$ cat config.mk
export PLATFORM = sky130hd
export DESIGN_NAME = psgWaveFetch
export DESIGN_NICKNAME = d
export VERILOG_FILES = /design/src/rtl/psgPkg.sv /design/src/rtl/psgChannelRegs.sv /design/src/rtl/psgWaveChannel.sv /design/src/rtl/psgBusArb.sv /design/src/rtl/psgBusMaster.sv /design/src/rtl/psgMixer.sv /design/src/rtl/psgWaveFetch.sv
export SDC_FILE = /design/constraint.sdc
export NUM_CORES = 1
export LEC_CHECK = 0
export BUFFER_PORTS_ARGS = -buffer_cell sky130_fd_sc_hd__buf_2
export CAP_MARGIN = 15
export CORE_ASPECT_RATIO = 0.5
export CORE_UTILIZATION = 30
export DETAILED_ROUTE_END_ITERATION = 8
export HOLD_SLACK_MARGIN = 0.06
export PLACE_DENSITY = 0.46
export REMOVE_ABC_BUFFERS = 1
export SKIP_CTS_REPAIR_TIMING = 1
export SLEW_MARGIN = 10
export SYNTH_ARGS = -nofsm -noshare
export SYNTH_HDL_FRONTEND = slang
export SYNTH_SLANG_ARGS = --single-unit
$ cat constraint.sdc
create_clock -name clk -period 9.9 [get_ports clk]
set_input_delay 0.495 -clock clk [delete_from_list [all_inputs] [get_ports clk]]
set_output_delay 0.495 -clock clk [all_outputs]
set_load 0.02 [all_outputs]
$ cat src/rtl/psgPkg.sv
`default_nettype none

// ============================================================================
// wave table fetch path, shared sizes
// ============================================================================

package psgPkg;

	// eight wave channels, numbered 0 to 7
	localparam int NumChannels = 8;
	localparam int ChanWidth = 3;

	// 256-entry wave table per channel
	localparam int IndexWidth = 8;

	// sample memory address is {channel, index}
	localparam int AddrWidth = ChanWidth + IndexWidth;

	// signed samples
	localparam int SampleWidth = 12;

	// phase step and accumulator, index is the top IndexWidth bits
	localparam int StepWidth = 16;

	// room for eight full-scale samples
	localparam int MixWidth = SampleWidth + ChanWidth;

	// host register address: {channel, field}, field 0 step, field 1 enable
	localparam int RegAddrWidth = ChanWidth + 1;

endpackage

`default_nettype wire

$ cat src/rtl/psgChannelRegs.sv
`timescale 1ns/1ps
`default_nettype none

module psgChannelRegs (
	input wire clk,
	input wire rst,
	input wire regWr,
	input wire [psgPkg::RegAddrWidth-1:0] regAddr,
	input wire [psgPkg::StepWidth-1:0] regData,
	output logic [psgPkg::StepWidth-1:0] step [psgPkg::NumChannels],
	output logic [psgPkg::NumChannels-1:0] enable,
	output logic [psgPkg::NumChannels-1:0] startPulse
);

	logic [psgPkg::ChanWidth-1:0] wrChan;
	logic wrField;

	// upper bits pick the channel, bit 0 picks the field
	assign wrChan = regAddr[psgPkg::RegAddrWidth-1:1];
	assign wrField = regAddr[0];

	always_ff @(posedge clk) begin
		if (rst) begin
			for (int i = 0; i < psgPkg::NumChannels; i++) begin
				step[i] <= '0;
			end
			enable <= '0;
			startPulse <= '0;
		end else begin
			// start pulse lasts a single cycle
			startPulse <= '0;
			if (regWr) begin
				if (wrField) begin
					enable[wrChan] <= regData[0];
					startPulse[wrChan] <= regData[0];
				end else begin
					step[wrChan] <= regData;
				end
			end
		end
	end

endmodule

`default_nettype wire

$ cat src/rtl/psgWaveChannel.sv
`timescale 1ns/1ps
`default_nettype none

module psgWaveChannel (
	input wire clk,
	input wire rst,
	input wire ce,
	input wire [psgPkg::StepWidth-1:0] step,
	input wire enable,
	input wire startPulse,
	input wire chanAck,
	input wire signed [psgPkg::SampleWidth-1:0] memData,
	output logic req,
	output logic [psgPkg::IndexWidth-1:0] fetchIndex,
	output logic signed [psgPkg::SampleWidth-1:0] sample
);

	logic [psgPkg::StepWidth-1:0] phase;
	logic [psgPkg::StepWidth-1:0] nextPhase;
	logic indexMoved;
	logic signed [psgPkg::SampleWidth-1:0] held;

	assign nextPhase = phase + step;

	// table index is the top of the accumulator
	assign fetchIndex = phase[psgPkg::StepWidth-1 -: psgPkg::IndexWidth];
	assign indexMoved = nextPhase[psgPkg::StepWidth-1 -: psgPkg::IndexWidth] != fetchIndex;

	// a disabled channel contributes nothing
	assign sample = enable ? held : '0;

	// ========================================================================
	// phase accumulator and fetch request
	// ========================================================================

	always_ff @(posedge clk) begin
		if (rst) begin
			phase <= '0;
			req <= 1'b0;
		end else if (startPulse) begin
			// restart at index 0 and fetch it right away
			phase <= '0;
			req <= 1'b1;
		end else if (!enable) begin
			req <= 1'b0;
		end else begin
			if (chanAck) begin
				req <= 1'b0;
			end
			// a fresh index move wins over the ack of the old one
			if (ce) begin
				phase <= nextPhase;
				if (indexMoved) begin
					req <= 1'b1;
				end
			end
		end
	end

	// sample latch, loaded when the bus master hands back our data
	always_ff @(posedge clk) begin
		if (rst) begin
			held <= '0;
		end else if (chanAck) begin
			held <= memData;
		end
	end

endmodule

`default_nettype wire

$ cat src/rtl/psgBusArb.sv
`timescale 1ns/1ps
`default_nettype none

module psgBusArb (
	input wire clk,
	input wire rst,
	input wire ce,
	input wire ack,
	input wire [psgPkg::NumChannels-1:0] req,
	output logic [psgPkg::NumChannels-1:0] sel,
	output logic [psgPkg::ChanWidth-1:0] seln
);

	logic anyReq;
	logic [psgPkg::ChanWidth-1:0] winner;

	assign anyReq = |req;

	// fixed priority, lowest channel number wins
	always_comb begin
		winner = '0;
		for (int i = psgPkg::NumChannels - 1; i >= 0; i--) begin
			if (req[i]) begin
				winner = psgPkg::ChanWidth'(i);
			end
		end
	end

	// re-arbitrate only on a ce cycle where the transfer has ended
	always_ff @(posedge clk) begin
		if (rst) begin
			sel <= '0;
			seln <= '0;
		end else if (ce && ack && anyReq) begin
			sel <= psgPkg::NumChannels'(1) << winner;
			seln <= winner;
		end
		// with no request the last owner keeps the bus
	end

endmodule

`default_nettype wire

$ cat src/rtl/psgBusMaster.sv
`timescale 1ns/1ps
`default_nettype none

module psgBusMaster (
	input wire clk,
	input wire rst,
	input wire ce,
	input wire [psgPkg::NumChannels-1:0] req,
	input wire [psgPkg::IndexWidth-1:0] fetchIndex [psgPkg::NumChannels],
	input wire memAck,
	input wire signed [psgPkg::SampleWidth-1:0] memData,
	output logic memCyc,
	output logic [psgPkg::AddrWidth-1:0] memAdr,
	output logic [psgPkg::NumChannels-1:0] chanAck,
	output logic signed [psgPkg::SampleWidth-1:0] busData
);

	logic [psgPkg::NumChannels-1:0] sel;
	logic [psgPkg::ChanWidth-1:0] seln;
	logic [psgPkg::NumChannels-1:0] arbReq;
	logic ownerReq;
	logic cycEnd;
	logic cycStart;
	logic arbAck;

	// owner is valid only once a grant has been made
	assign ownerReq = |(sel & req);
	assign cycEnd = memCyc & memAck;
	assign cycStart = ~memCyc & ownerReq;

	// transfer ends on memAck, or straight away when the owner has nothing to do
	assign arbAck = cycEnd | (~memCyc & ~ownerReq);

	// the channel being acked drops out of this grant, its req is still high
	assign arbReq = req & ~chanAck;

	assign chanAck = cycEnd ? sel : '0;
	assign busData = memData;

	psgBusArb busArb_i (
		.clk (clk),
		.rst (rst),
		.ce (ce),
		.ack (arbAck),
		.req (arbReq),
		.sel (sel),
		.seln (seln)
	);

	// ========================================================================
	// memory cycle
	// ========================================================================

	always_ff @(posedge clk) begin
		if (rst) begin
			memCyc <= 1'b0;
		end else if (cycEnd) begin
			memCyc <= 1'b0;
		end else if (cycStart) begin
			memCyc <= 1'b1;
		end
	end

	// address is held for the whole cycle, a slow memory stalls the bus
	always_ff @(posedge clk) begin
		if (cycStart) begin
			memAdr <= {seln, fetchIndex[seln]};
		end
	end

endmodule

`default_nettype wire

$ cat src/rtl/psgMixer.sv
`timescale 1ns/1ps
`default_nettype none

module psgMixer (
	input wire clk,
	input wire rst,
	input wire ce,
	input wire [psgPkg::NumChannels-1:0] enable,
	input wire signed [psgPkg::SampleWidth-1:0] samples [psgPkg::NumChannels],
	output logic signed [psgPkg::MixWidth-1:0] mix
);

	localparam int ExtWidth = psgPkg::MixWidth - psgPkg::SampleWidth;

	logic signed [psgPkg::MixWidth-1:0] sum;

	// sign-extend each enabled sample and add
	always_comb begin
		sum = '0;
		for (int i = 0; i < psgPkg::NumChannels; i++) begin
			if (enable[i]) begin
				sum = sum + {{ExtWidth{samples[i][psgPkg::SampleWidth-1]}}, samples[i]};
			end
		end
	end

	always_ff @(posedge clk) begin
		if (rst) begin
			mix <= '0;
		end else if (ce) begin
			mix <= sum;
		end
	end

endmodule

`default_nettype wire

$ cat src/rtl/psgWaveFetch.sv
`timescale 1ns/1ps
`default_nettype none

module psgWaveFetch (
	input wire clk,
	input wire rst,
	input wire ce,
	input wire regWr,
	input wire [psgPkg::RegAddrWidth-1:0] regAddr,
	input wire [psgPkg::StepWidth-1:0] regData,
	input wire memAck,
	input wire signed [psgPkg::SampleWidth-1:0] memData,
	output logic memCyc,
	output logic [psgPkg::AddrWidth-1:0] memAdr,
	output logic signed [psgPkg::MixWidth-1:0] mix
);

	logic [psgPkg::StepWidth-1:0] step [psgPkg::NumChannels];
	logic [psgPkg::NumChannels-1:0] enable;
	logic [psgPkg::NumChannels-1:0] startPulse;
	logic [psgPkg::NumChannels-1:0] req;
	logic [psgPkg::NumChannels-1:0] chanAck;
	logic [psgPkg::IndexWidth-1:0] fetchIndex [psgPkg::NumChannels];
	logic signed [psgPkg::SampleWidth-1:0] sample [psgPkg::NumChannels];
	logic signed [psgPkg::SampleWidth-1:0] busData;

	psgChannelRegs channelRegs_i (
		.clk (clk),
		.rst (rst),
		.regWr (regWr),
		.regAddr (regAddr),
		.regData (regData),
		.step (step),
		.enable (enable),
		.startPulse (startPulse)
	);

	// ========================================================================
	// wave channels
	// ========================================================================

	for (genvar ch = 0; ch < psgPkg::NumChannels; ch++) begin : gChan
		psgWaveChannel waveChannel_i (
			.clk (clk),
			.rst (rst),
			.ce (ce),
			.step (step[ch]),
			.enable (enable[ch]),
			.startPulse (startPulse[ch]),
			.chanAck (chanAck[ch]),
			.memData (busData),
			.req (req[ch]),
			.fetchIndex (fetchIndex[ch]),
			.sample (sample[ch])
		);
	end

	psgBusMaster busMaster_i (
		.clk (clk),
		.rst (rst),
		.ce (ce),
		.req (req),
		.fetchIndex (fetchIndex),
		.memAck (memAck),
		.memData (memData),
		.memCyc (memCyc),
		.memAdr (memAdr),
		.chanAck (chanAck),
		.busData (busData)
	);

	psgMixer mixer_i (
		.clk (clk),
		.rst (rst),
		.ce (ce),
		.enable (enable),
		.samples (sample),
		.mix (mix)
	);

endmodule

`default_nettype wire

==> summary.md <==
| Metric | Value |
|---|---|
| Status | `complete, no violations` |
| Drt drc | `0` |
| Leading area contributor after synthesis | `dfxtp_1` |
| Final hold violations | `0` |
| Clock-pin transition on the worst setup and hold timing paths | `0.06 ns` |
| Critical Path Start Type | `register` |
| DP Area | `between 20000 and 30000 µm²` |
| H-Tree Level Count | `2` |
| Top post-synthesis cells by area | `dfxtp_1 (29%), nand2_1 (10%), ha_1 (9.8%)` |
| WL final | `~90000 µm` |
| 1st-iter DRT viols | `1587` |
| Finished Layout Cells | `slightly below 5000` |
| Post-synth EDFFs | `11` |
| Post-Syn Instances | `3700` |
| CTS tree | `done` |
| Global router's overall resource usage | `0.1875` |
| Die X | `~430 µm` |
| Core Footprint | `approximately 92000 µm²` |
| Routed vias | `between 20000 and 30000` |
| Root buffer cell | `clkbuf_16` |
| Total CTS buffers | `between 40 and 50` |
| Post-synthesis cell area | `28060 µm²` |
| Critical Path AT | `between 9 and 10 ns` |
| Post-synthesis sequential element count | `~410` |
| Sequential Power Share | `0.449` |
| Syn. warnings | `0` |
| Die Area | `94820 µm²` |
| Ant diodes | `0` |
| Number of max-cap violations | `0` |
| Gpl congestion | `between 0.8 and 0.9` |
| Clock Power Share | `0.500` |
| P per Cell Area | `118.8 nW/µm²` |
| VDD IR-drop max | `0.1127 mV` |
| Synth async-reset ratio | `0` |
| Max incr delay on CP | `0.40 ns` |
| DR vias/cell | `5.112` |
| Hold Crit Class | `in2reg` |
| Comb pwr share | `0.051` |
| Slew @ Worst Pin | `1.132 ns` |
| Final nets | `3947` |
| Router iterations before antenna repair | `5` |
| Netlist cell types | `91` |
| Die height | `between 200 and 250 µm` |
| CP startpoint | `channelRegs_i.enable[0]` |
| Hold_sp | `memData[5]` |
| Crit path kind | `reg2reg` |
| IO buf count | `63` |
| # placed instances | `slightly below 5000` |
| Net load switching power | `between 0.9 and 1 mW` |
| CTS Sinks | `between 400 and 500` |
| Leak | `between 10 and 15 nW` |
| Synth top area share | `0.2876` |
| Final cycle utilization of the critical path | `0.9480` |
| Initial Util | `0.3061` |
| Vias in the first global route | `23660` |
| # setup viols final | `0` |
| Syn-to-layout area delta | `12.93%` |
| Worst-case clock buffer depth | `3` |
| Post-route cell area | `approximately 32000 µm²` |
| Grt ovf | `0` |
| Slew HR | `0.2425` |
| Dominant synthesized flop cell | `dfxtp_1` |
| Fmax | `~0.11 GHz` |
| Initial antenna violation count | `1` |
| Register area share after synthesis | `0.2993` |
| Reg-to-reg startpoint | `channelRegs_i.enable[0]` |
| DP HPWL | `roughly 65000 µm` |
| First-pass GRT wire length | `roughly 140000 µm` |
| Minimum clock period | `about 9.4 ns` |
| Slew Limit Fails | `0` |
| Share of cells above drive strength 1 | `0.1056` |
| CP Capture Type | `register` |
| Sw frac | `0.2518` |
| Per-cell routed wire length | `about 18 µm` |
| Post-DRT Antenna Nets | `0` |
| Int Pwr | `roughly 2.8 mW` |
| Site Rows | `between 70 and 80` |
| Largest net degree at the start of global routing | `85` |
| Avg Cell Area, Syn | `approximately 7.6 µm²` |
| Critical path required time | `between 10 and 15 ns` |
| Max FO, Critical Path | `4` |
| Io pins | `between 60 and 70` |
| Clk_skew | `~0.033 ns` |
| Slowest CP cell | `fa_2` |
| Worst-Skew Late Latency | `~0.63 ns` |
## routing by layer
layer,vias to the layer above,share of wire,global-route usage,wire length (µm)
met2,431,0.44,0.2994,39600
met3,130,0.043,0.02804,3846
met4,0,0.029,0.05869,2635
li1,12820,-,-,-
met5,-,0,0,0
met1,11930,0.49,0.2585,43690
## critical path, delay by kind of cell (launching register included)
| family | cells | cell delay [ns] |
|---|---|---|
| flops | 1 | 0.33 |
| buf+inv | 2 | 0.22 |
| fa+ha+maj | 8 | 2.21 |
| xor+xnor | 8 | 1.14 |
| simple gates | 11 | 1.94 |
| compound gates | 15 | 2.58 |
| mux | 3 | 0.87 |
## metrics by stage
stage | setup TNS [ns] | hold WS (ns) | util | worst slack (ns) | total power, mW
after global routing | -0.01960 | 0.2145 | 0.3457 | -0.01960 | 3.914
after floorplan | 0 | 0.4257 | - | 0.1331 | 1.808
after global placement | 0 | 0.4382 | 0.3228 | 0.1382 | 1.918
final | 0 | 0.2355 | 0.3457 | 0.5151 | 3.765
after CTS | -0.09091 | 0.2072 | 0.3406 | -0.09091 | 3.826
after detailed placement | -0.04004 | 0.4434 | 0.3229 | -0.04004 | 1.919
## kinds of logic (layout without fill, tap and decap cells)
family / after synthesis / after routing / synth area share
AOI/OAI and AO/OA: 967 / 967 / 0.2085
xor gates and xnor gates: 206 / 206 / 0.06725
adders and majority gates: 235 / 235 / 0.1088
buffers and inverters: 330 / 342 / 0.04500
DFF: 414 / 414 / 0.2993
muxes: 76 / 76 / 0.03612
and+or+nand+nor: 1472 / 1472 / 0.2350
## sequential cells by signal, indices dropped and copies added, names as in the netlist, 8 cells and up
signal                     count
channelRegs_i.startPulse       8
busMaster_i.busArb_i.sel       8
gChan.waveChannel_i.req        8
busMaster_i.memAdr            11
gChan.waveChannel_i.phase    128
gChan.waveChannel_i.held      96
mixer_i.mix                   15
channelRegs_i.step           128
channelRegs_i.enable           8
## placed cells by master, fill, tap and decap left out, types with 62 or more instances in the layout
cell type and instances:
nand3_1 62, nor2_1 246, buf_4 69, inv_1 117, xnor2_1 142, ha_1 206, o21ai_0 102, dfxtp_1 403
a21oi_1 487, nor3_1 74, a21o_1 65, buf_2 62, and2_1 96, nand2_1 758
## final timing paths
path	slack [ns]	end	cells after the start
setup / recovery	0.52	mixer_i.mix[14]	47
hold / removal	0.24	gChan[4].waveChannel_i.held[5]	3
setup reg to reg	0.52	mixer_i.mix[14]	47
hold reg to reg	0.45	gChan[1].waveChannel_i.held[8]	2
## synthesized netlist by cell type (10+ instances only)
cell type,instances
and2_1,96
o21ai_0,112
ha_1,220
nand3b_1,10
mux2_2,38
mux4_2,16
nand2b_1,34
nand4_1,11
inv_1,118
a21oi_1,504
a22oi_1,12
o21bai_1,21
nor2b_1,42
or2_2,28
xnor2_1,143
a211oi_1,34
edfxtp_1,11
buf_1,29
xor2_1,57
o211ai_1,26
clkbuf_2,11
and3_1,34
nor3_1,76
nor4_1,11
a21o_1,65
a2111oi_0,13
nor2_1,251
clkbuf_1,166
fa_1,15
or3_1,27
nand2_1,759
o21a_1,25
dfxtp_1,403
o22ai_1,13
nand3_1,62
a31oi_1,27
mux2i_1,21
a311oi_1,12
## layout make-up
cell class	instances	area [µm²]
flip-flops and latches	414	8398
repair buffers	135	885.9
clock buffers	61	1330
inverters	121	454.2
well taps	1240	1551
clock inverters	25	292.8
multi-input cells	2956	18770
fillers	9651	59960
## power groups by stage
stage	clock (mW)	sequential (mW)	combinational (mW)
after floorplan	0	1.73	0.0773
after global routing	2.02	1.69	0.207
after detailed placement	0	1.73	0.191
after CTS	1.94	1.69	0.192
final	1.88	1.69	0.191
after global placement	0	1.73	0.190
No activity file was read; power rests on OpenSTA's default activity.
